**src/response_pkg.sv**
```systemverilog
package response_pkg;

  // kind of command that was issued under a tag.
  typedef enum logic [2:0] {
    CMD_NONE    = 3'd0,
    CMD_READ    = 3'd1,
    CMD_WRITE   = 3'd2,
    CMD_WED     = 3'd3,
    CMD_RESTART = 3'd4
  } cmd_type_t;

  localparam int TAG_WIDTH       = 8;
  localparam int TAG_DEPTH       = 1 << TAG_WIDTH;
  localparam int RESP_CODE_WIDTH = 8;
  localparam int ERR_WIDTH       = 7;
  localparam int ADDR_WIDTH      = 12;
  localparam int DATA_WIDTH      = 32;
  localparam int COUNT_WIDTH     = 16;

  // response codes returned by the host on the link.
  localparam logic [RESP_CODE_WIDTH-1:0] RESP_DONE    = 8'h00;
  localparam logic [RESP_CODE_WIDTH-1:0] RESP_AERROR  = 8'h01;
  localparam logic [RESP_CODE_WIDTH-1:0] RESP_DERROR  = 8'h03;
  localparam logic [RESP_CODE_WIDTH-1:0] RESP_NLOCK   = 8'h04;
  localparam logic [RESP_CODE_WIDTH-1:0] RESP_NRES    = 8'h05;
  localparam logic [RESP_CODE_WIDTH-1:0] RESP_FLUSHED = 8'h06;
  localparam logic [RESP_CODE_WIDTH-1:0] RESP_FAULT   = 8'h07;
  localparam logic [RESP_CODE_WIDTH-1:0] RESP_FAILED  = 8'h08;
  localparam logic [RESP_CODE_WIDTH-1:0] RESP_PAGED   = 8'h0A;

  // bit positions inside the error vector.
  localparam int ERR_TAG_PARITY = 6;
  localparam int ERR_AERROR     = 5;
  localparam int ERR_DERROR     = 4;
  localparam int ERR_FAULT      = 3;
  localparam int ERR_FAILED     = 2;
  localparam int ERR_PAGED      = 1;
  localparam int ERR_FLUSHED    = 0;

  // byte offsets of the status registers.
  localparam logic [ADDR_WIDTH-1:0] REG_CONTROL    = 12'h000;
  localparam logic [ADDR_WIDTH-1:0] REG_STATUS     = 12'h004;
  localparam logic [ADDR_WIDTH-1:0] REG_RESP_COUNT = 12'h008;
  localparam logic [ADDR_WIDTH-1:0] REG_ERR_COUNT  = 12'h00C;

endpackage

```
**src/resp_capture_if.sv**
```systemverilog
`timescale 1ns/1ns

// a response that has been latched and matched against its tag entry.
interface resp_capture_if import response_pkg::*; #(
  parameter int CU_ID_WIDTH = 8
);

  logic                       valid;
  logic [TAG_WIDTH-1:0]       tag;
  cmd_type_t                  cmd_type;
  logic [CU_ID_WIDTH-1:0]     cu_id;
  logic [RESP_CODE_WIDTH-1:0] code;
  logic                       parity_error;

  // valid qualifies the other fields for a single cycle.
  modport source (
    output valid, tag, cmd_type, cu_id, code, parity_error
  );

  modport sink (
    input valid, tag, cmd_type, cu_id, code, parity_error
  );

endinterface

```
**src/response_capture.sv**
```systemverilog
`timescale 1ns/1ns

module response_capture import response_pkg::*; #(
  parameter int CU_ID_WIDTH = 8
) (
  input  logic                       clock,
  input  logic                       rstn,
  input  logic                       enabled,
  input  logic                       resp_valid,
  input  logic [TAG_WIDTH-1:0]       resp_tag,
  input  logic                       resp_tag_parity,
  input  logic [RESP_CODE_WIDTH-1:0] resp_code,
  input  logic                       cmd_valid,
  input  logic [TAG_WIDTH-1:0]       cmd_tag,
  input  cmd_type_t                  cmd_type,
  input  logic [CU_ID_WIDTH-1:0]     cmd_cu_id,
  resp_capture_if.source             captured
);

  logic                   accept;
  logic                   parity_ok;
  cmd_type_t              lookup_type;
  logic [CU_ID_WIDTH-1:0] lookup_cu_id;

  tag_table #(
    .CU_ID_WIDTH(CU_ID_WIDTH)
  ) tag_table_i (
    .clock      (clock),
    .rstn       (rstn),
    .write      (cmd_valid),
    .write_tag  (cmd_tag),
    .write_type (cmd_type),
    .write_cu_id(cmd_cu_id),
    .read_tag   (resp_tag),
    .read_type  (lookup_type),
    .read_cu_id (lookup_cu_id)
  );

  assign accept = enabled && resp_valid;

  // the tag and its parity bit together must hold an odd number of ones.
  assign parity_ok = ^{resp_tag, resp_tag_parity};

  always_ff @(posedge clock or negedge rstn) begin
    if (!rstn) begin
      captured.valid <= 1'b0;
    end else begin
      captured.valid <= accept;
    end
  end

  // payload only moves when a response is taken, valid tells the rest apart.
  always_ff @(posedge clock) begin
    if (accept) begin
      captured.tag          <= resp_tag;
      captured.cmd_type     <= lookup_type;
      captured.cu_id        <= lookup_cu_id;
      captured.code         <= resp_code;
      captured.parity_error <= !parity_ok;
    end
  end

endmodule

```
**src/response_control.sv**
```systemverilog
`timescale 1ns/1ns

module response_control import response_pkg::*; #(
  parameter int CU_ID_WIDTH = 8
) (
  input  logic                       clock,
  input  logic                       rstn,
  input  logic                       error_report_enable,
  resp_capture_if.sink               captured,
  output logic                       read_response,
  output logic                       write_response,
  output logic                       wed_response,
  output logic                       restart_response,
  output logic                       out_valid,
  output logic [CU_ID_WIDTH-1:0]     out_cu_id,
  output cmd_type_t                  out_cmd_type,
  output logic [RESP_CODE_WIDTH-1:0] out_code,
  output logic [ERR_WIDTH-1:0]       response_error,
  output logic                       err_valid,
  output logic [ERR_WIDTH-1:0]       err_vector
);

  logic [ERR_WIDTH-1:0] decoded;

  // map the host code onto its flag, parity sits in the top bit.
  always_comb begin
    decoded = '0;
    case (captured.code)
      RESP_AERROR:  decoded[ERR_AERROR]  = 1'b1;
      RESP_DERROR:  decoded[ERR_DERROR]  = 1'b1;
      RESP_FAULT:   decoded[ERR_FAULT]   = 1'b1;
      RESP_FAILED:  decoded[ERR_FAILED]  = 1'b1;
      RESP_PAGED:   decoded[ERR_PAGED]   = 1'b1;
      RESP_FLUSHED: decoded[ERR_FLUSHED] = 1'b1;
      // done, lock and reservation misses are not errors.
      RESP_DONE, RESP_NLOCK, RESP_NRES: decoded[ERR_TAG_PARITY-1:0] = '0;
      default:      decoded[ERR_TAG_PARITY-1:0] = '0;
    endcase
    decoded[ERR_TAG_PARITY] = captured.parity_error;
  end

  always_ff @(posedge clock or negedge rstn) begin
    if (!rstn) begin
      read_response    <= 1'b0;
      write_response   <= 1'b0;
      wed_response     <= 1'b0;
      restart_response <= 1'b0;
      out_valid        <= 1'b0;
      out_cu_id        <= '0;
      out_cmd_type     <= CMD_NONE;
      out_code         <= '0;
      err_vector       <= '0;
    end else begin
      // an unused tag routes to none of the four.
      read_response    <= captured.valid && (captured.cmd_type == CMD_READ);
      write_response   <= captured.valid && (captured.cmd_type == CMD_WRITE);
      wed_response     <= captured.valid && (captured.cmd_type == CMD_WED);
      restart_response <= captured.valid && (captured.cmd_type == CMD_RESTART);
      out_valid        <= captured.valid;
      out_cu_id        <= captured.valid ? captured.cu_id : '0;
      out_cmd_type     <= captured.valid ? captured.cmd_type : CMD_NONE;
      out_code         <= captured.valid ? captured.code : '0;
      err_vector       <= captured.valid ? decoded : '0;
    end
  end

  assign err_valid = out_valid;

  // the status block always gets the full vector, the port is masked.
  assign response_error = error_report_enable ? err_vector : '0;

endmodule

```
**src/response_path_top.sv**
```systemverilog
`timescale 1ns/1ns

module response_path_top import response_pkg::*; #(
  parameter int CU_ID_WIDTH = 8
) (
  input  logic                       clock,
  input  logic                       rstn,
  input  logic                       cmd_valid,
  input  logic [TAG_WIDTH-1:0]       cmd_tag,
  input  cmd_type_t                  cmd_type,
  input  logic [CU_ID_WIDTH-1:0]     cmd_cu_id,
  input  logic                       resp_valid,
  input  logic [TAG_WIDTH-1:0]       resp_tag,
  input  logic                       resp_tag_parity,
  input  logic [RESP_CODE_WIDTH-1:0] resp_code,
  input  logic [ADDR_WIDTH-1:0]      paddr,
  input  logic                       psel,
  input  logic                       penable,
  input  logic                       pwrite,
  input  logic [DATA_WIDTH-1:0]      pwdata,
  output logic [DATA_WIDTH-1:0]      prdata,
  output logic                       pready,
  output logic                       pslverr,
  output logic                       read_response,
  output logic                       write_response,
  output logic                       wed_response,
  output logic                       restart_response,
  output logic                       out_valid,
  output logic [CU_ID_WIDTH-1:0]     out_cu_id,
  output cmd_type_t                  out_cmd_type,
  output logic [RESP_CODE_WIDTH-1:0] out_code,
  output logic [ERR_WIDTH-1:0]       response_error
);

  logic                 enabled;
  logic                 error_report_enable;
  logic                 err_valid;
  logic [ERR_WIDTH-1:0] err_vector;

  resp_capture_if #(.CU_ID_WIDTH(CU_ID_WIDTH)) captured ();

  response_capture #(
    .CU_ID_WIDTH(CU_ID_WIDTH)
  ) response_capture_i (
    .clock          (clock),
    .rstn           (rstn),
    .enabled        (enabled),
    .resp_valid     (resp_valid),
    .resp_tag       (resp_tag),
    .resp_tag_parity(resp_tag_parity),
    .resp_code      (resp_code),
    .cmd_valid      (cmd_valid),
    .cmd_tag        (cmd_tag),
    .cmd_type       (cmd_type),
    .cmd_cu_id      (cmd_cu_id),
    .captured       (captured.source)
  );

  response_control #(
    .CU_ID_WIDTH(CU_ID_WIDTH)
  ) response_control_i (
    .clock              (clock),
    .rstn               (rstn),
    .error_report_enable(error_report_enable),
    .captured           (captured.sink),
    .read_response      (read_response),
    .write_response     (write_response),
    .wed_response       (wed_response),
    .restart_response   (restart_response),
    .out_valid          (out_valid),
    .out_cu_id          (out_cu_id),
    .out_cmd_type       (out_cmd_type),
    .out_code           (out_code),
    .response_error     (response_error),
    .err_valid          (err_valid),
    .err_vector         (err_vector)
  );

  response_status_apb response_status_apb_i (
    .clock              (clock),
    .rstn               (rstn),
    .paddr              (paddr),
    .psel               (psel),
    .penable            (penable),
    .pwrite             (pwrite),
    .pwdata             (pwdata),
    .err_valid          (err_valid),
    .err_vector         (err_vector),
    .prdata             (prdata),
    .pready             (pready),
    .pslverr            (pslverr),
    .enabled            (enabled),
    .error_report_enable(error_report_enable)
  );

endmodule

```
**src/response_status_apb.sv**
```systemverilog
`timescale 1ns/1ns

module response_status_apb import response_pkg::*; (
  input  logic                  clock,
  input  logic                  rstn,
  input  logic [ADDR_WIDTH-1:0] paddr,
  input  logic                  psel,
  input  logic                  penable,
  input  logic                  pwrite,
  input  logic [DATA_WIDTH-1:0] pwdata,
  input  logic                  err_valid,
  input  logic [ERR_WIDTH-1:0]  err_vector,
  output logic [DATA_WIDTH-1:0] prdata,
  output logic                  pready,
  output logic                  pslverr,
  output logic                  enabled,
  output logic                  error_report_enable
);

  logic [1:0]             control;
  logic [ERR_WIDTH-1:0]   status;
  logic [COUNT_WIDTH-1:0] resp_count;
  logic [COUNT_WIDTH-1:0] err_count;
  logic                   access;
  logic                   mapped;
  logic                   write_access;
  logic [ERR_WIDTH-1:0]   clear_mask;

  // the bus is serviced in the access phase, with no wait states.
  assign access       = psel && penable;
  assign write_access = access && pwrite;
  assign mapped       = paddr inside {REG_CONTROL, REG_STATUS, REG_RESP_COUNT, REG_ERR_COUNT};
  assign pready       = 1'b1;
  assign pslverr      = access && !mapped;

  assign clear_mask = (write_access && paddr == REG_STATUS) ? pwdata[ERR_WIDTH-1:0] : '0;

  always_ff @(posedge clock or negedge rstn) begin
    if (!rstn) begin
      control <= 2'b00;
    end else if (write_access && paddr == REG_CONTROL) begin
      control <= pwdata[1:0];
    end
  end

  // a new error in the same cycle as a clear stays set.
  always_ff @(posedge clock or negedge rstn) begin
    if (!rstn) begin
      status <= '0;
    end else begin
      status <= (status & ~clear_mask) | (err_valid ? err_vector : '0);
    end
  end

  // both counters wrap on overflow.
  always_ff @(posedge clock or negedge rstn) begin
    if (!rstn) begin
      resp_count <= '0;
      err_count  <= '0;
    end else if (err_valid) begin
      resp_count <= resp_count + 1'b1;
      if (|err_vector) begin
        err_count <= err_count + 1'b1;
      end
    end
  end

  always_comb begin
    case (paddr)
      REG_CONTROL:    prdata = {{(DATA_WIDTH - 2){1'b0}}, control};
      REG_STATUS:     prdata = {{(DATA_WIDTH - ERR_WIDTH){1'b0}}, status};
      REG_RESP_COUNT: prdata = {{(DATA_WIDTH - COUNT_WIDTH){1'b0}}, resp_count};
      REG_ERR_COUNT:  prdata = {{(DATA_WIDTH - COUNT_WIDTH){1'b0}}, err_count};
      default:        prdata = '0;
    endcase
  end

  assign enabled             = control[0];
  assign error_report_enable = control[1];

endmodule

```
**src/tag_table.sv**
```systemverilog
`timescale 1ns/1ns

module tag_table import response_pkg::*; #(
  parameter int CU_ID_WIDTH = 8
) (
  input  logic                   clock,
  input  logic                   rstn,
  input  logic                   write,
  input  logic [TAG_WIDTH-1:0]   write_tag,
  input  cmd_type_t              write_type,
  input  logic [CU_ID_WIDTH-1:0] write_cu_id,
  input  logic [TAG_WIDTH-1:0]   read_tag,
  output cmd_type_t              read_type,
  output logic [CU_ID_WIDTH-1:0] read_cu_id
);

  // one entry per tag, holding what the command was and who issued it.
  cmd_type_t              type_mem  [TAG_DEPTH];
  logic [CU_ID_WIDTH-1:0] cu_id_mem [TAG_DEPTH];

  // every tag starts out as unused.
  // an entry is only replaced when its tag is issued again.
  always_ff @(posedge clock or negedge rstn) begin
    if (!rstn) begin
      for (int i = 0; i < TAG_DEPTH; i++) begin
        type_mem[i]  <= CMD_NONE;
        cu_id_mem[i] <= '0;
      end
    end else if (write) begin
      type_mem[write_tag]  <= write_type;
      cu_id_mem[write_tag] <= write_cu_id;
    end
  end

  // the read side is combinational.
  // a lookup in the same cycle as a write to that tag still sees the old entry.
  assign read_type  = type_mem[read_tag];
  assign read_cu_id = cu_id_mem[read_tag];

endmodule

```
**config.mk**
```make
export PLATFORM = sky130hd
export DESIGN_NAME = response_path_top
export DESIGN_NICKNAME = d
export VERILOG_FILES = /design/src/response_pkg.sv /design/src/resp_capture_if.sv /design/src/response_capture.sv /design/src/response_control.sv /design/src/response_path_top.sv /design/src/response_status_apb.sv /design/src/tag_table.sv
export SDC_FILE = /design/constraint.sdc
export NUM_CORES = 2
export LEC_CHECK = 0
export BUFFER_PORTS_ARGS = -buffer_cell sky130_fd_sc_hd__clkbuf_2
export CORE_ASPECT_RATIO = 0.7
export CORE_UTILIZATION = 30
export CTS_CLUSTER_DIAMETER = 120
export DETAILED_ROUTE_END_ITERATION = 10
export SETUP_SLACK_MARGIN = 0.3
export SYNTH_ARGS = -nofsm -noshare
export SYNTH_HDL_FRONTEND = slang
export SYNTH_HIERARCHICAL = 1
export SYNTH_SLANG_ARGS = --single-unit
```
**constraint.sdc**
```tcl
create_clock -name clock -period 2.9 [get_ports clock]
set_clock_uncertainty 0.15 [all_clocks]
set_input_delay 0.29 -clock clock [delete_from_list [all_inputs] [get_ports clock]]
set_output_delay 0.29 -clock clock [all_outputs]
set_load 0.01 [all_outputs]
```
==> results.md <==
* Status: completed
* Vias in the first global route at about 87k
* Worst R2R Path Depth at 5
* P per Cell Area at a little under 600 mW/mm^2
* Startpoint Class: register
* Core area at 0.4411 mm^2
* Final core occ at 0.3582
* Full die area at 0.4457 mm^2
* Starting Density at 0.3013
* Via density per instance at 5.290
* Initial antenna violation count at 31
* WS Path Type: register to register
* CTS clk-pin slew, worst paths at around 60 ps
* Sink Count at between 2k and 3k
* Most common cell after layout, fill and taps aside: dfrtp_1
* Met3 wire len at 32.86 mm
* Cell family contributing the most delay on the critical path: simple AND/OR/NAND/NOR gates
* Final period utilization at 0.9348
* Top layer in use: met5
* Hold_sp: cmd_tag[0]
* FF-to-FF setup slack at roughly 190 ps
* Chip width at 797.5 um
* Min-delay worst type: input port to register
* I/O Pins at 152
* Most frequent cells in the layout: dfrtp_1, mux2_2, buf_4
* HPWL after DPL at around 280 mm
* Worst r2r dst: response_capture_i/captured.cu_id[2]
* Met1 WL at 191.3 mm
* Final hold violation count at 0
* Hold worst-path end: response_capture_i/tag_table_i/cu_id_mem[1794]
* RSZ-0062 raised after global routing: yes
* Synth warn at 6
* Endpoints failing setup at 0
* CTS H-tree depth at 5
* Filler Cells Inserted at 41.32k
* Worst slew pin tran at 1350 ps
* F_max at 368.9 MHz
* Largest net degree at the start of global routing at 95
* Worst hold slack at 83.07 ps
* Vias at a little over 80k
* Worst-Skew Late Latency at 890 ps
* Delay of the slowest critical-path stage at 1130 ps
* Reg-to-Reg Start: response_capture_i/tag_table_i/cu_id_mem[1970]
* Worst hold stages at 5
* Fin nets at 9495
* Iteration-0 DRC Markers at about 7.5k
* Avg Cell Area, Syn at 15.22 um^2
* Total Routing Usage GR at 0.1835
* Per-cell routed wire length at 26.79 um
* Count of final max-slew check failures at 0
* Final ANT Viol Nets at 0
* Die H at 558.8 um
* Share of layout cells above drive strength 1 at 0.5397
* CTS tree: built
* VDD IR max at 456.4 uV
* Critical Path Fanout Max at 2
* Worst-path cell chain: mux4_2 > o22ai_1 > nor4b_1 > or3_4 > and4_1
* Final min period at ~2700 ps
* Static Leak at 74.39 nW
* CP bufs+invs at 0
* Area growth, synth to finish at 18.89%
* Routed wl met2 at 180.5 mm
* First-pass GRT wire length at 613.7 mm
* Crit. End Element: register
* Routability cong. at between 0.8 and 0.9
* Core Rows at 204
* DR DRC count at 0
* Register area at ~0.073 mm^2
* Area of the multi-input gates at between 0.05 and 0.06 mm^2
* Longest Clk Path Bufs at 4
* Total Wirelength at 415.2 mm
* Max Cap Violations at 0
* TritonCTS buffer count at 297
* Slowest cell on the critical path: nor4b_1
* Relative slew slack at 0.08727
* Arrival @ worst endpoint at about 3300 ps
* Worst EP required at between 3000 and 4000 ps
* Buffers on Ports at 109
* Mapped Area at 0.1329 mm^2
* Total gr overflow at 0
* Mapped Cells at 8729
* Drt first pass iters at 6
* Root Buffer: clkbuf_16
* Overall power at 0.09105 W
-- where the power goes --
part	internal [W]	switching, W	leakage, nW
sequential	0.0425	0.000963	40.0
combinational	0.00384	0.00460	29.5
clock	0.0228	0.0164	4.83
total	0.0691	0.0220	74.4
-- through the flow --
step                TNS (ps)  cell area [um^2]  instances  setup slack (ps)
floorplan                  0            132900       8744             393.1
CTS                        0            157700      15490             216.7
global route               0            158000      15490             177.5
detailed placement    -13620            147100      14930             -1737
global placement      -11370            147100      14930             -1786
finish                     0            158000      15500             189.0
-- per-layer routing --
layer,GRT usage,vias up
met5,0,-
met4,0.04462,2
met2,0.2723,2843
met3,0.04086,567
met1,0.2718,44840
li1,-,33730
-- cell type report --
class,instances,area share
Clock inverter,88,0.006367
Multi-Input combinational cell,4938,0.3548
Timing Repair Buffer,1254,0.07529
Antenna cell,8,0.0001267
Tap cell,5871,0.04650
Inverter,6,0.0001426
Sequential cell,2909,0.4614
Clock buffer,424,0.05540
-- sequential cells by signal, indices dropped and copies added, names as in the netlist --
signal,count
response_status_apb_i/err_count,16
response_control_i/out_cu_id,8
response_capture_i/captured.cu_id,8
response_capture_i/captured.parity_error,1
response_capture_i/captured.valid,1
response_status_apb_i/control,2
response_control_i/wed_response,1
response_control_i/write_response,1
response_control_i/out_cmd_type,3
response_control_i/out_code,8
response_status_apb_i/resp_count,16
response_capture_i/tag_table_i/cu_id_mem,2048
response_control_i/err_valid,1
response_status_apb_i/status,7
response_capture_i/tag_table_i/type_mem,768
response_control_i/restart_response,1
response_capture_i/captured.cmd_type,3
response_control_i/read_response,1
response_capture_i/captured.code,8
response_control_i/err_vector,7
-- worst max path at each step --
stage | start | end | cells past startpoint
2_1_floorplan | paddr[7] | prdata[10] | 6
3_3_place_gp | resp_tag[0] | response_capture_i/captured.cu_id[1] | 11
3_5_place_dp | resp_tag[0] | response_capture_i/captured.cu_id[1] | 11
4_1_cts | response_capture_i/tag_table_i/cu_id_mem[201] | response_capture_i/captured.cu_id[1] | 7
5_1_grt | response_capture_i/tag_table_i/cu_id_mem[1698] | response_capture_i/captured.cu_id[2] | 7
6_report | response_capture_i/tag_table_i/cu_id_mem[1970] | response_capture_i/captured.cu_id[2] | 5
-- worst register-to-register path, delay by kind of cell, from the launching register on --
kind               cells  cell delay (ps)
AOI/OAI and AO/OA      1               90
and+or+nand+nor        3             1680
DFF                    1              350
muxes                  1              290
-- timing repair --
item / in CTS / in global routing
gates resized for setup: 63 / 41
hold endpoints to repair: 2304 / 0
setup endpoints to repair: 12 / 26
buffers inserted: 2 / 3
pin swaps: 15 / 16
gates cloned: 0 / 1
hold buffers: 47 / 0
No activity file was read; power rests on OpenSTA's default activity.
